### src/core_cfg.svh
`ifndef CORE_CFG_SVH
`define CORE_CFG_SVH

// Datapath width in bits
`define CORE_XLEN 32

// Architectural integer registers, x0 included
`define CORE_NREGS 32

// First fetch address after reset
`define CORE_RESET_PC 32'h0000_0000

// Instruction word width
`define CORE_ILEN 32

`endif
### src/core_pkg.sv
`default_nettype none

`include "core_cfg.svh"

package core_pkg;

    typedef logic [`CORE_XLEN-1:0] word_t;
    typedef logic [`CORE_XLEN-1:0] addr_t;
    typedef logic [`CORE_ILEN-1:0] instr_t;
    typedef logic [$clog2(`CORE_NREGS)-1:0] reg_idx_t;
    typedef logic [2:0] funct3_t;

    // Major opcodes handled by this core, anything else is illegal
    typedef enum logic [6:0] {
        OPC_OP     = 7'b0110011,
        OPC_OP_IMM = 7'b0010011,
        OPC_LUI    = 7'b0110111,
        OPC_AUIPC  = 7'b0010111,
        OPC_BRANCH = 7'b1100011,
        OPC_JAL    = 7'b1101111,
        OPC_JALR   = 7'b1100111
    } opcode_e;

    typedef enum logic [3:0] {
        ALU_ADD,
        ALU_SUB,
        ALU_SLL,
        ALU_SLT,
        ALU_SLTU,
        ALU_XOR,
        ALU_SRL,
        ALU_SRA,
        ALU_OR,
        ALU_AND,
        ALU_PASS_B
    } alu_op_e;

    typedef enum logic {
        OPA_RS1,
        OPA_PC
    } opa_sel_e;

    typedef enum logic {
        OPB_RS2,
        OPB_IMM
    } opb_sel_e;

    // Where an EX operand comes from
    typedef enum logic [1:0] {
        FWD_RF    = 2'b00,
        FWD_EXMEM = 2'b01,
        FWD_MEMWB = 2'b10
    } fwd_sel_e;

endpackage

`default_nettype wire

### src/id_ex_if.sv
`default_nettype none

interface id_ex_if;
    import core_pkg::*;

    logic      valid;
    addr_t     pc;
    reg_idx_t  rs1;
    reg_idx_t  rs2;
    reg_idx_t  rd;
    word_t     rs1_data;
    word_t     rs2_data;
    word_t     imm;
    alu_op_e   alu_op;
    opa_sel_e  opa_sel;
    opb_sel_e  opb_sel;
    funct3_t   funct3;
    logic      is_branch;
    logic      is_jal;
    logic      is_jalr;
    logic      rd_wren;

    modport stage_out (
        output valid, pc, rs1, rs2, rd, rs1_data, rs2_data, imm, alu_op,
               opa_sel, opb_sel, funct3, is_branch, is_jal, is_jalr, rd_wren
    );

    modport stage_in (
        input valid, pc, rs1, rs2, rd, rs1_data, rs2_data, imm, alu_op,
              opa_sel, opb_sel, funct3, is_branch, is_jal, is_jalr, rd_wren
    );

endinterface

`default_nettype wire

### src/core_top.sv
`default_nettype none

module core_top (
    input  wire logic              clk_i,
    input  wire logic              rst_ni,

    output core_pkg::addr_t        imem_addr_o,
    input  wire core_pkg::instr_t  imem_data_i,

    output core_pkg::addr_t        pc_debug_o,
    output logic                   insn_vld_o,
    output logic                   wb_wren_o,
    output core_pkg::reg_idx_t     wb_rd_o,
    output core_pkg::word_t        wb_data_o
);
    import core_pkg::*;

    logic   if_valid;
    addr_t  if_pc;
    instr_t if_instr;

    logic   redirect_valid;
    addr_t  redirect_pc;

    id_ex_if id_ex ();

    fetch_stage u_fetch (
        .clk_i            (clk_i),
        .rst_ni           (rst_ni),
        .redirect_valid_i (redirect_valid),
        .redirect_pc_i    (redirect_pc),
        .imem_addr_o      (imem_addr_o),
        .imem_data_i      (imem_data_i),
        .if_valid_o       (if_valid),
        .if_pc_o          (if_pc),
        .if_instr_o       (if_instr)
    );

    decode_stage u_decode (
        .clk_i      (clk_i),
        .rst_ni     (rst_ni),
        .if_valid_i (if_valid),
        .if_pc_i    (if_pc),
        .if_instr_i (if_instr),
        .flush_i    (redirect_valid),
        .wb_wren_i  (wb_wren_o),
        .wb_rd_i    (wb_rd_o),
        .wb_data_i  (wb_data_o),
        .id_ex      (id_ex.stage_out)
    );

    execute_stage u_execute (
        .clk_i            (clk_i),
        .rst_ni           (rst_ni),
        .id_ex            (id_ex.stage_in),
        .redirect_valid_o (redirect_valid),
        .redirect_pc_o    (redirect_pc),
        .wb_wren_o        (wb_wren_o),
        .wb_rd_o          (wb_rd_o),
        .wb_data_o        (wb_data_o),
        .pc_debug_o       (pc_debug_o),
        .insn_vld_o       (insn_vld_o)
    );

endmodule

`default_nettype wire

### src/execute_stage.sv
`default_nettype none

`include "core_cfg.svh"

module execute_stage (
    input  wire logic         clk_i,
    input  wire logic         rst_ni,

    id_ex_if.stage_in         id_ex,

    output logic              redirect_valid_o,
    output core_pkg::addr_t   redirect_pc_o,

    output logic              wb_wren_o,
    output core_pkg::reg_idx_t wb_rd_o,
    output core_pkg::word_t   wb_data_o,

    output core_pkg::addr_t   pc_debug_o,
    output logic              insn_vld_o
);
    import core_pkg::*;

    localparam int SHAMT_W = $clog2(`CORE_XLEN);

    fwd_sel_e rs1_fwd;
    fwd_sel_e rs2_fwd;
    word_t    rs1_val;
    word_t    rs2_val;
    word_t    op_a;
    word_t    op_b;
    word_t    alu_res;
    word_t    ex_result;
    addr_t    pc_plus4;
    logic     cond_taken;

    logic     exmem_valid;
    logic     exmem_rd_wren;
    reg_idx_t exmem_rd;
    word_t    exmem_result;
    addr_t    exmem_pc;

    logic     memwb_valid;
    logic     memwb_rd_wren;
    reg_idx_t memwb_rd;
    word_t    memwb_result;
    addr_t    memwb_pc;

    logic     exmem_fwd_en;
    logic     memwb_fwd_en;

    assign exmem_fwd_en = exmem_valid && exmem_rd_wren && (exmem_rd != '0);
    assign memwb_fwd_en = memwb_valid && memwb_rd_wren && (memwb_rd != '0);

    // Youngest producer wins
    function automatic fwd_sel_e fwd_src(reg_idx_t rs, logic ex_en, reg_idx_t ex_rd,
                                         logic wb_en, reg_idx_t wb_rd);
        if (ex_en && (ex_rd == rs)) begin
            return FWD_EXMEM;
        end
        if (wb_en && (wb_rd == rs)) begin
            return FWD_MEMWB;
        end
        return FWD_RF;
    endfunction

    function automatic word_t fwd_mux(fwd_sel_e sel, word_t rf_val, word_t ex_val,
                                      word_t wb_val);
        case (sel)
            FWD_EXMEM: return ex_val;
            FWD_MEMWB: return wb_val;
            default:   return rf_val;
        endcase
    endfunction

    assign rs1_fwd = fwd_src(id_ex.rs1, exmem_fwd_en, exmem_rd, memwb_fwd_en, memwb_rd);
    assign rs2_fwd = fwd_src(id_ex.rs2, exmem_fwd_en, exmem_rd, memwb_fwd_en, memwb_rd);
    assign rs1_val = fwd_mux(rs1_fwd, id_ex.rs1_data, exmem_result, memwb_result);
    assign rs2_val = fwd_mux(rs2_fwd, id_ex.rs2_data, exmem_result, memwb_result);

    assign op_a = (id_ex.opa_sel == OPA_PC)  ? id_ex.pc  : rs1_val;
    assign op_b = (id_ex.opb_sel == OPB_IMM) ? id_ex.imm : rs2_val;

    always_comb begin
        case (id_ex.alu_op)
            ALU_ADD:  alu_res = op_a + op_b;
            ALU_SUB:  alu_res = op_a - op_b;
            ALU_SLL:  alu_res = op_a << op_b[SHAMT_W-1:0];
            ALU_SLT:  alu_res = {{(`CORE_XLEN-1){1'b0}}, $signed(op_a) < $signed(op_b)};
            ALU_SLTU: alu_res = {{(`CORE_XLEN-1){1'b0}}, op_a < op_b};
            ALU_XOR:  alu_res = op_a ^ op_b;
            ALU_SRL:  alu_res = op_a >> op_b[SHAMT_W-1:0];
            ALU_SRA:  alu_res = word_t'($signed(op_a) >>> op_b[SHAMT_W-1:0]);
            ALU_OR:   alu_res = op_a | op_b;
            ALU_AND:  alu_res = op_a & op_b;
            default:  alu_res = op_b;
        endcase
    end

    // Jumps link the return address instead of the ALU value
    assign pc_plus4  = id_ex.pc + addr_t'(4);
    assign ex_result = (id_ex.is_jal || id_ex.is_jalr) ? pc_plus4 : alu_res;

    // Branch condition on the forwarded register values
    always_comb begin
        case (id_ex.funct3)
            3'b000:  cond_taken = (rs1_val == rs2_val);
            3'b001:  cond_taken = (rs1_val != rs2_val);
            3'b100:  cond_taken = ($signed(rs1_val) < $signed(rs2_val));
            3'b101:  cond_taken = ($signed(rs1_val) >= $signed(rs2_val));
            3'b110:  cond_taken = (rs1_val < rs2_val);
            3'b111:  cond_taken = (rs1_val >= rs2_val);
            default: cond_taken = 1'b0;
        endcase
    end

    assign redirect_valid_o = id_ex.valid &&
                              (id_ex.is_jal || id_ex.is_jalr ||
                               (id_ex.is_branch && cond_taken));

    // JALR target has bit 0 forced low
    always_comb begin
        if (id_ex.is_jalr) begin
            redirect_pc_o = (rs1_val + id_ex.imm) & ~addr_t'(1);
        end else begin
            redirect_pc_o = id_ex.pc + id_ex.imm;
        end
    end

    // EX/MEM
    always_ff @(posedge clk_i or negedge rst_ni) begin
        if (!rst_ni) begin
            exmem_valid   <= 1'b0;
            exmem_rd_wren <= 1'b0;
        end else begin
            exmem_valid   <= id_ex.valid;
            exmem_rd_wren <= id_ex.valid && id_ex.rd_wren;
        end
    end

    always_ff @(posedge clk_i) begin
        exmem_rd     <= id_ex.rd;
        exmem_result <= ex_result;
        exmem_pc     <= id_ex.pc;
    end

    // MEM/WB, nothing left to do in MEM without loads
    always_ff @(posedge clk_i or negedge rst_ni) begin
        if (!rst_ni) begin
            memwb_valid   <= 1'b0;
            memwb_rd_wren <= 1'b0;
        end else begin
            memwb_valid   <= exmem_valid;
            memwb_rd_wren <= exmem_rd_wren;
        end
    end

    always_ff @(posedge clk_i) begin
        memwb_rd     <= exmem_rd;
        memwb_result <= exmem_result;
        memwb_pc     <= exmem_pc;
    end

    // Retire and write-back
    assign insn_vld_o = memwb_valid;
    assign pc_debug_o = memwb_pc;
    assign wb_wren_o  = memwb_rd_wren;
    assign wb_rd_o    = memwb_rd;
    assign wb_data_o  = memwb_result;

endmodule

`default_nettype wire

### src/decode_stage.sv
`default_nettype none

`include "core_cfg.svh"

module decode_stage (
    input  wire logic              clk_i,
    input  wire logic              rst_ni,

    input  wire logic              if_valid_i,
    input  wire core_pkg::addr_t   if_pc_i,
    input  wire core_pkg::instr_t  if_instr_i,

    input  wire logic              flush_i,

    input  wire logic              wb_wren_i,
    input  wire core_pkg::reg_idx_t wb_rd_i,
    input  wire core_pkg::word_t   wb_data_i,

    id_ex_if.stage_out             id_ex
);
    import core_pkg::*;

    logic [6:0] opcode;
    reg_idx_t   rs1;
    reg_idx_t   rs2;
    reg_idx_t   rd;
    funct3_t    funct3;
    logic       funct7_alt;

    word_t      imm_i;
    word_t      imm_u;
    word_t      imm_b;
    word_t      imm_j;

    logic       legal;
    logic       writes_rd;
    alu_op_e    alu_op;
    opa_sel_e   opa_sel;
    opb_sel_e   opb_sel;
    logic       is_branch;
    logic       is_jal;
    logic       is_jalr;
    word_t      imm;

    word_t      rf_q [`CORE_NREGS];
    word_t      rs1_data;
    word_t      rs2_data;

    assign opcode     = if_instr_i[6:0];
    assign rd         = if_instr_i[11:7];
    assign funct3     = if_instr_i[14:12];
    assign rs1        = if_instr_i[19:15];
    assign rs2        = if_instr_i[24:20];
    assign funct7_alt = if_instr_i[30];

    assign imm_i = {{20{if_instr_i[31]}}, if_instr_i[31:20]};
    assign imm_u = {if_instr_i[31:12], 12'b0};
    assign imm_b = {{19{if_instr_i[31]}}, if_instr_i[31], if_instr_i[7],
                    if_instr_i[30:25], if_instr_i[11:8], 1'b0};
    assign imm_j = {{11{if_instr_i[31]}}, if_instr_i[31], if_instr_i[19:12],
                    if_instr_i[20], if_instr_i[30:21], 1'b0};

    // funct3 to ALU op, alt picks SUB or SRA
    function automatic alu_op_e funct_to_alu(funct3_t f3, logic alt);
        case (f3)
            3'b000:  return alt ? ALU_SUB : ALU_ADD;
            3'b001:  return ALU_SLL;
            3'b010:  return ALU_SLT;
            3'b011:  return ALU_SLTU;
            3'b100:  return ALU_XOR;
            3'b101:  return alt ? ALU_SRA : ALU_SRL;
            3'b110:  return ALU_OR;
            default: return ALU_AND;
        endcase
    endfunction

    always_comb begin
        legal     = 1'b1;
        writes_rd = 1'b0;
        alu_op    = ALU_ADD;
        opa_sel   = OPA_RS1;
        opb_sel   = OPB_RS2;
        is_branch = 1'b0;
        is_jal    = 1'b0;
        is_jalr   = 1'b0;
        imm       = imm_i;
        case (opcode)
            OPC_OP: begin
                writes_rd = 1'b1;
                alu_op    = funct_to_alu(funct3, funct7_alt);
            end
            OPC_OP_IMM: begin
                writes_rd = 1'b1;
                opb_sel   = OPB_IMM;
                // Only SRAI takes the alternate encoding among immediates
                alu_op    = funct_to_alu(funct3, funct7_alt && (funct3 == 3'b101));
            end
            OPC_LUI: begin
                writes_rd = 1'b1;
                opb_sel   = OPB_IMM;
                alu_op    = ALU_PASS_B;
                imm       = imm_u;
            end
            OPC_AUIPC: begin
                writes_rd = 1'b1;
                opa_sel   = OPA_PC;
                opb_sel   = OPB_IMM;
                imm       = imm_u;
            end
            OPC_BRANCH: begin
                is_branch = 1'b1;
                imm       = imm_b;
            end
            OPC_JAL: begin
                writes_rd = 1'b1;
                is_jal    = 1'b1;
                imm       = imm_j;
            end
            OPC_JALR: begin
                writes_rd = 1'b1;
                is_jalr   = 1'b1;
            end
            default: legal = 1'b0;
        endcase
    end

    // Register file, x0 is never stored
    always_ff @(posedge clk_i) begin
        if (wb_wren_i && (wb_rd_i != '0)) begin
            rf_q[wb_rd_i] <= wb_data_i;
        end
    end

    // Read with write-through from the retiring instruction
    function automatic word_t rf_read(reg_idx_t idx);
        if (idx == '0) begin
            return '0;
        end
        if (wb_wren_i && (wb_rd_i == idx)) begin
            return wb_data_i;
        end
        return rf_q[idx];
    endfunction

    always_comb begin
        rs1_data = rf_read(rs1);
        rs2_data = rf_read(rs2);
    end

    // ID/EX control, a bubble on flush or illegal opcode
    always_ff @(posedge clk_i or negedge rst_ni) begin
        if (!rst_ni) begin
            id_ex.valid     <= 1'b0;
            id_ex.rd_wren   <= 1'b0;
            id_ex.is_branch <= 1'b0;
            id_ex.is_jal    <= 1'b0;
            id_ex.is_jalr   <= 1'b0;
        end else if (flush_i || !if_valid_i || !legal) begin
            id_ex.valid     <= 1'b0;
            id_ex.rd_wren   <= 1'b0;
            id_ex.is_branch <= 1'b0;
            id_ex.is_jal    <= 1'b0;
            id_ex.is_jalr   <= 1'b0;
        end else begin
            id_ex.valid     <= 1'b1;
            id_ex.rd_wren   <= writes_rd && (rd != '0);
            id_ex.is_branch <= is_branch;
            id_ex.is_jal    <= is_jal;
            id_ex.is_jalr   <= is_jalr;
        end
    end

    // ID/EX payload
    always_ff @(posedge clk_i) begin
        id_ex.pc       <= if_pc_i;
        id_ex.rs1      <= rs1;
        id_ex.rs2      <= rs2;
        id_ex.rd       <= rd;
        id_ex.rs1_data <= rs1_data;
        id_ex.rs2_data <= rs2_data;
        id_ex.imm      <= imm;
        id_ex.alu_op   <= alu_op;
        id_ex.opa_sel  <= opa_sel;
        id_ex.opb_sel  <= opb_sel;
        id_ex.funct3   <= funct3;
    end

endmodule

`default_nettype wire

### src/fetch_stage.sv
`default_nettype none

`include "core_cfg.svh"

module fetch_stage (
    input  wire logic            clk_i,
    input  wire logic            rst_ni,

    input  wire logic            redirect_valid_i,
    input  wire core_pkg::addr_t redirect_pc_i,

    output core_pkg::addr_t      imem_addr_o,
    input  wire core_pkg::instr_t imem_data_i,

    output logic                 if_valid_o,
    output core_pkg::addr_t      if_pc_o,
    output core_pkg::instr_t     if_instr_o
);
    import core_pkg::*;

    addr_t pc_q;
    addr_t pc_next;

    // Static not-taken, only a resolved branch or jump changes the flow
    always_comb begin
        if (redirect_valid_i) begin
            pc_next = redirect_pc_i;
        end else begin
            pc_next = pc_q + addr_t'(4);
        end
    end

    always_ff @(posedge clk_i or negedge rst_ni) begin
        if (!rst_ni) begin
            pc_q <= addr_t'(`CORE_RESET_PC);
        end else begin
            pc_q <= pc_next;
        end
    end

    // Instruction memory answers in the same cycle
    assign imem_addr_o = pc_q;

    // IF/ID valid, dropped when EX redirects the younger fetch
    always_ff @(posedge clk_i or negedge rst_ni) begin
        if (!rst_ni) begin
            if_valid_o <= 1'b0;
        end else begin
            if_valid_o <= !redirect_valid_i;
        end
    end

    // IF/ID payload
    always_ff @(posedge clk_i) begin
        if_pc_o    <= pc_q;
        if_instr_o <= imem_data_i;
    end

endmodule

`default_nettype wire

### config.mk
export PLATFORM = sky130hd
export DESIGN_NAME = core_top
export DESIGN_NICKNAME = d
export VERILOG_FILES = /design/src/core_pkg.sv /design/src/id_ex_if.sv /design/src/core_top.sv /design/src/execute_stage.sv /design/src/decode_stage.sv /design/src/fetch_stage.sv
export VERILOG_INCLUDE_DIRS = /design/src
export SDC_FILE = /design/constraint.sdc
export NUM_CORES = 2
export LEC_CHECK = 0
export ABC_AREA = 0
export BUFFER_PORTS_ARGS = -buffer_cell sky130_fd_sc_hd__buf_2
export CAP_MARGIN = 20
export CORE_MARGIN = 2
export CORE_UTILIZATION = 24
export DETAILED_ROUTE_END_ITERATION = 10
export SYNTH_ARGS = -nofsm -noshare
export SYNTH_HDL_FRONTEND = slang
export SYNTH_SLANG_ARGS = --single-unit
### constraint.sdc
create_clock -name clk_i -period 5.5 [get_ports clk_i]
set_clock_uncertainty 0.2 [all_clocks]
set_input_delay 1.1 -clock clk_i [delete_from_list [all_inputs] [get_ports clk_i]]
set_output_delay 1.1 -clock clk_i [all_outputs]
set_load 0.005 [all_outputs]
==> impl_metrics.tcl <==
set metrics [dict create \
    status "finished, final reports clean" \
    max_cap_violations 0 \
    cp-start-kind "flop" \
    p_leak_uw 0.03202 \
    cts_tree "built" \
    synth_area_mm2 0.07359 \
    setup_viol 0 \
    grt_setup_unrepaired "yes" \
    hp-class "reg -> reg" \
    yosysUniqueCellTypes 100 \
    fin_setup_tns_ns 0 \
    synthArstFlopShare 0.02958 \
    multi_input_area_mm2 0.03402 \
    maxSlewHeadroom 0.2004 \
    fp.dieH_um 557.7 \
    crit_path_end_kind "flop" \
    drtIter0Drc 6089 \
    drcViolationCount 0 \
    synth_edf_count 1024 \
    reg2regPathDepth 24 \
    period_share 0.9894 \
    grt_start_max_net_pins 95 \
    drv_slew 0 \
    synth_flop_cell "edfxtp_1" \
    root_buffer "clkbuf_16" \
    final_util 0.2960 \
    wirelength_mm 291.5 \
    ant_nets 0 \
    core-area_mm2 0.3056 \
    timing.final.ws_setup_ns 0.05832 \
    synth_common_cells "edfxtp_1 (1024), mux4_2 (643), dfxtp_1 (354)" \
    synth_top_area_cell "edfxtp_1" \
    arrival_ns 5.87 \
    place.gp.congestion 1.010 \
    cts_max_level 4 \
    min_period_ns 5.442 \
    grt_pass1_wl_mm 406.8 \
    critPathLaunch "u_execute.insn_vld_o" \
    firstDrtPassIters 5 \
    grt_pass1_vias 52590 \
    track_usage 0.1824 \
    die_area_mm2 0.3111 \
    hp-start "u_fetch.if_pc_o[31]" \
    yosys_warnings 0 \
    wl_per_cell_um 28.71 \
    power.density_mw_per_mm2 362.5 \
    yosysMostFrequentCell "edfxtp_1" \
    cts_sinks 1420 \
    reg2reg_from "u_execute.insn_vld_o" \
    die_w_um 557.7 \
    num_vias 52910 \
    ff_latch_area_mm2 0.03893 \
    clock_path_buffers 3 \
    insertion_delay_ns 0.81 \
    path_class "reg -> reg" \
    vias_per_cell 5.212 \
    hold_viol_final 0 \
    numCtsBuffers 151 \
    peakVddDrop_mv 0.3048 \
    drive_above_1_share 0.3369 \
    rr_endpoint "u_execute.exmem_result[24]" \
    overflow 0 \
    grt_antenna_before_repair 10 \
    max_freq_mhz 183.8 \
    finalNetCount 6159 \
    synth_seq_cells 1420 \
    regMostFlops "u_decode.rf_q" \
    yosysTopAreaCellShare 0.4179 \
    yosysSeqAreaShare 0.5284 \
    start_util 0.2408 \
    area_delta_synth_final_pct 22.91 \
    critPathMaxFanout 6 \
    largest_register_ffs 1024 \
    r2r_slack_ns 0.06 \
    clkSlewWorstSetupHoldPaths_ns 0.07 \
    ys_top_cells_by_area "edfxtp_1 (42%), mux4_2 (20%), dfxtp_1 (9.6%)" \
    min_to "u_decode.id_ex.pc[31]" \
    netlist_instances 5211 \
    hpwl_mm 202.8 \
    portBuffers 136 \
    whs_path_depth 0 \
    worstPathRequired_ns 5.93 \
    nFillCells 30450 \
    num_rows 203 \
    preCtsSetupSlack_ns -0.5391 \
    tightestPinTransition_ns 1.197 \
    ioPinCount 137 \
    synth.avg_cell_area_um2 14.12 \
]
[cell usage in the layout (no fill, tap or decap), types with 31 or more instances in the layout]
cell type and count:
o21ai_1 44, dfxtp_1 340, o22ai_1 47, buf_12 31, dfrtp_1 41, a31oi_1 53, a21oi_1 217, nor3_1 92
xor2_1 66, nor2_1 288, nand2_1 253, xnor2_1 73, mux2i_1 216, edfxtp_1 1024, buf_2 136, ha_1 174
mux4_2 643, nand3_1 92, o21ai_0 166, clkbuf_1 41, a211oi_1 119, mux2_2 37, inv_1 136, a21o_1 49
buf_4 694, conb_1 32, clkbuf_16 157
[critical path, cell delays in order (launching register included)]
cell and delay (ns):
dfrtp_1 0.36, nand2_2 0.09, buf_12 0.14, or4_4 0.61, buf_6 0.16, o21ai_1 0.18
a31oi_1 0.13, buf_4 0.19, mux2i_4 0.16, inv_2 0.07, ha_4 0.28, inv_1 0.07
buf_4 0.15, a221oi_2 0.27, a21oi_2 0.09, buf_4 0.15, a2111o_1 0.48, a21oi_2 0.22
buf_4 0.15, a31oi_4 0.09, a221oi_2 0.29, xor2_1 0.10, a221o_1 0.37, nor4_1 0.17
a21oi_1 0.10
[cell families (layout without fill, tap and decap cells)]
| group | count (synthesis) | in the layout | synth area share |
|---|---|---|---|
| flops | 1420 | 1420 | 0.5284 |
| simple gates | 991 | 991 | 0.06226 |
| buf+inv | 500 | 1307 | 0.02795 |
| xor+xnor | 140 | 140 | 0.01666 |
| mux | 925 | 925 | 0.2372 |
| fa+ha+maj | 196 | 196 | 0.03373 |
| other cells | 1 | 35 | 0.00005096 |
| compound gates | 1038 | 1038 | 0.09367 |
[timing repair]
item                       CTS  global route
hold buffers                 1             0
hold endpoints to repair    11             0
pin swaps                    8            45
gates cloned                 0             2
resized for setup           48           176
setup endpoints to repair   46            59
setup buffers                6            15
[area by class of cell]
class | count | share of cell area
clock inverters | 68 | 0.008923
inverters | 149 | 0.006322
clock buffers | 205 | 0.04589
flip-flops and latches | 1420 | 0.4304
multi-input cells | 3322 | 0.3761
repair buffers | 885 | 0.07549
diodes | 3 | 0.00008300
well taps | 4100 | 0.05672
[layer usage]
layer | global-route usage | share of wire | vias up
met5 | 0 | 0.00030 | -
met4 | 0.08067 | 0.050 | 12
met3 | 0.02900 | 0.075 | 543
met2 | 0.2975 | 0.47 | 2634
met1 | 0.2383 | 0.40 | 27440
li1 | - | - | 22280
[stage by stage]
stage                     power (µW)  hold slack (ns)  cell area, µm²  instances
after detailed placement       22240           0.1121           84270       9854
after global routing           33920          0.09058           90440      10150
after floorplan                17910           0.1096           73730       5242
after global placement         22170           0.1103           84190       9850
after CTS                      32630          0.08952           89470      10130
final                          32790          0.09783           90450      10150
[worst max-delay path by stage]
stage | to | slack, ns | cells after the start
3_5_place_dp | u_execute.exmem_result[0] | -0.54 | 23
5_1_grt | u_execute.exmem_result[24] | -0.11 | 25
2_1_floorplan | u_execute.exmem_result[30] | -0.02 | 22
3_3_place_gp | u_execute.exmem_result[11] | -0.53 | 23
6_report | u_execute.exmem_result[24] | 0.06 | 24
4_1_cts | u_execute.exmem_result[31] | -0.02 | 25
[power breakdown]
part | internal, µW | total (µW) | switching [µW]
Combinational | 3350 | 8660 | 5310
Sequential | 13100 | 13800 | 721
Clock | 5830 | 10300 | 4500
Power figures use the tool's default switching activity.
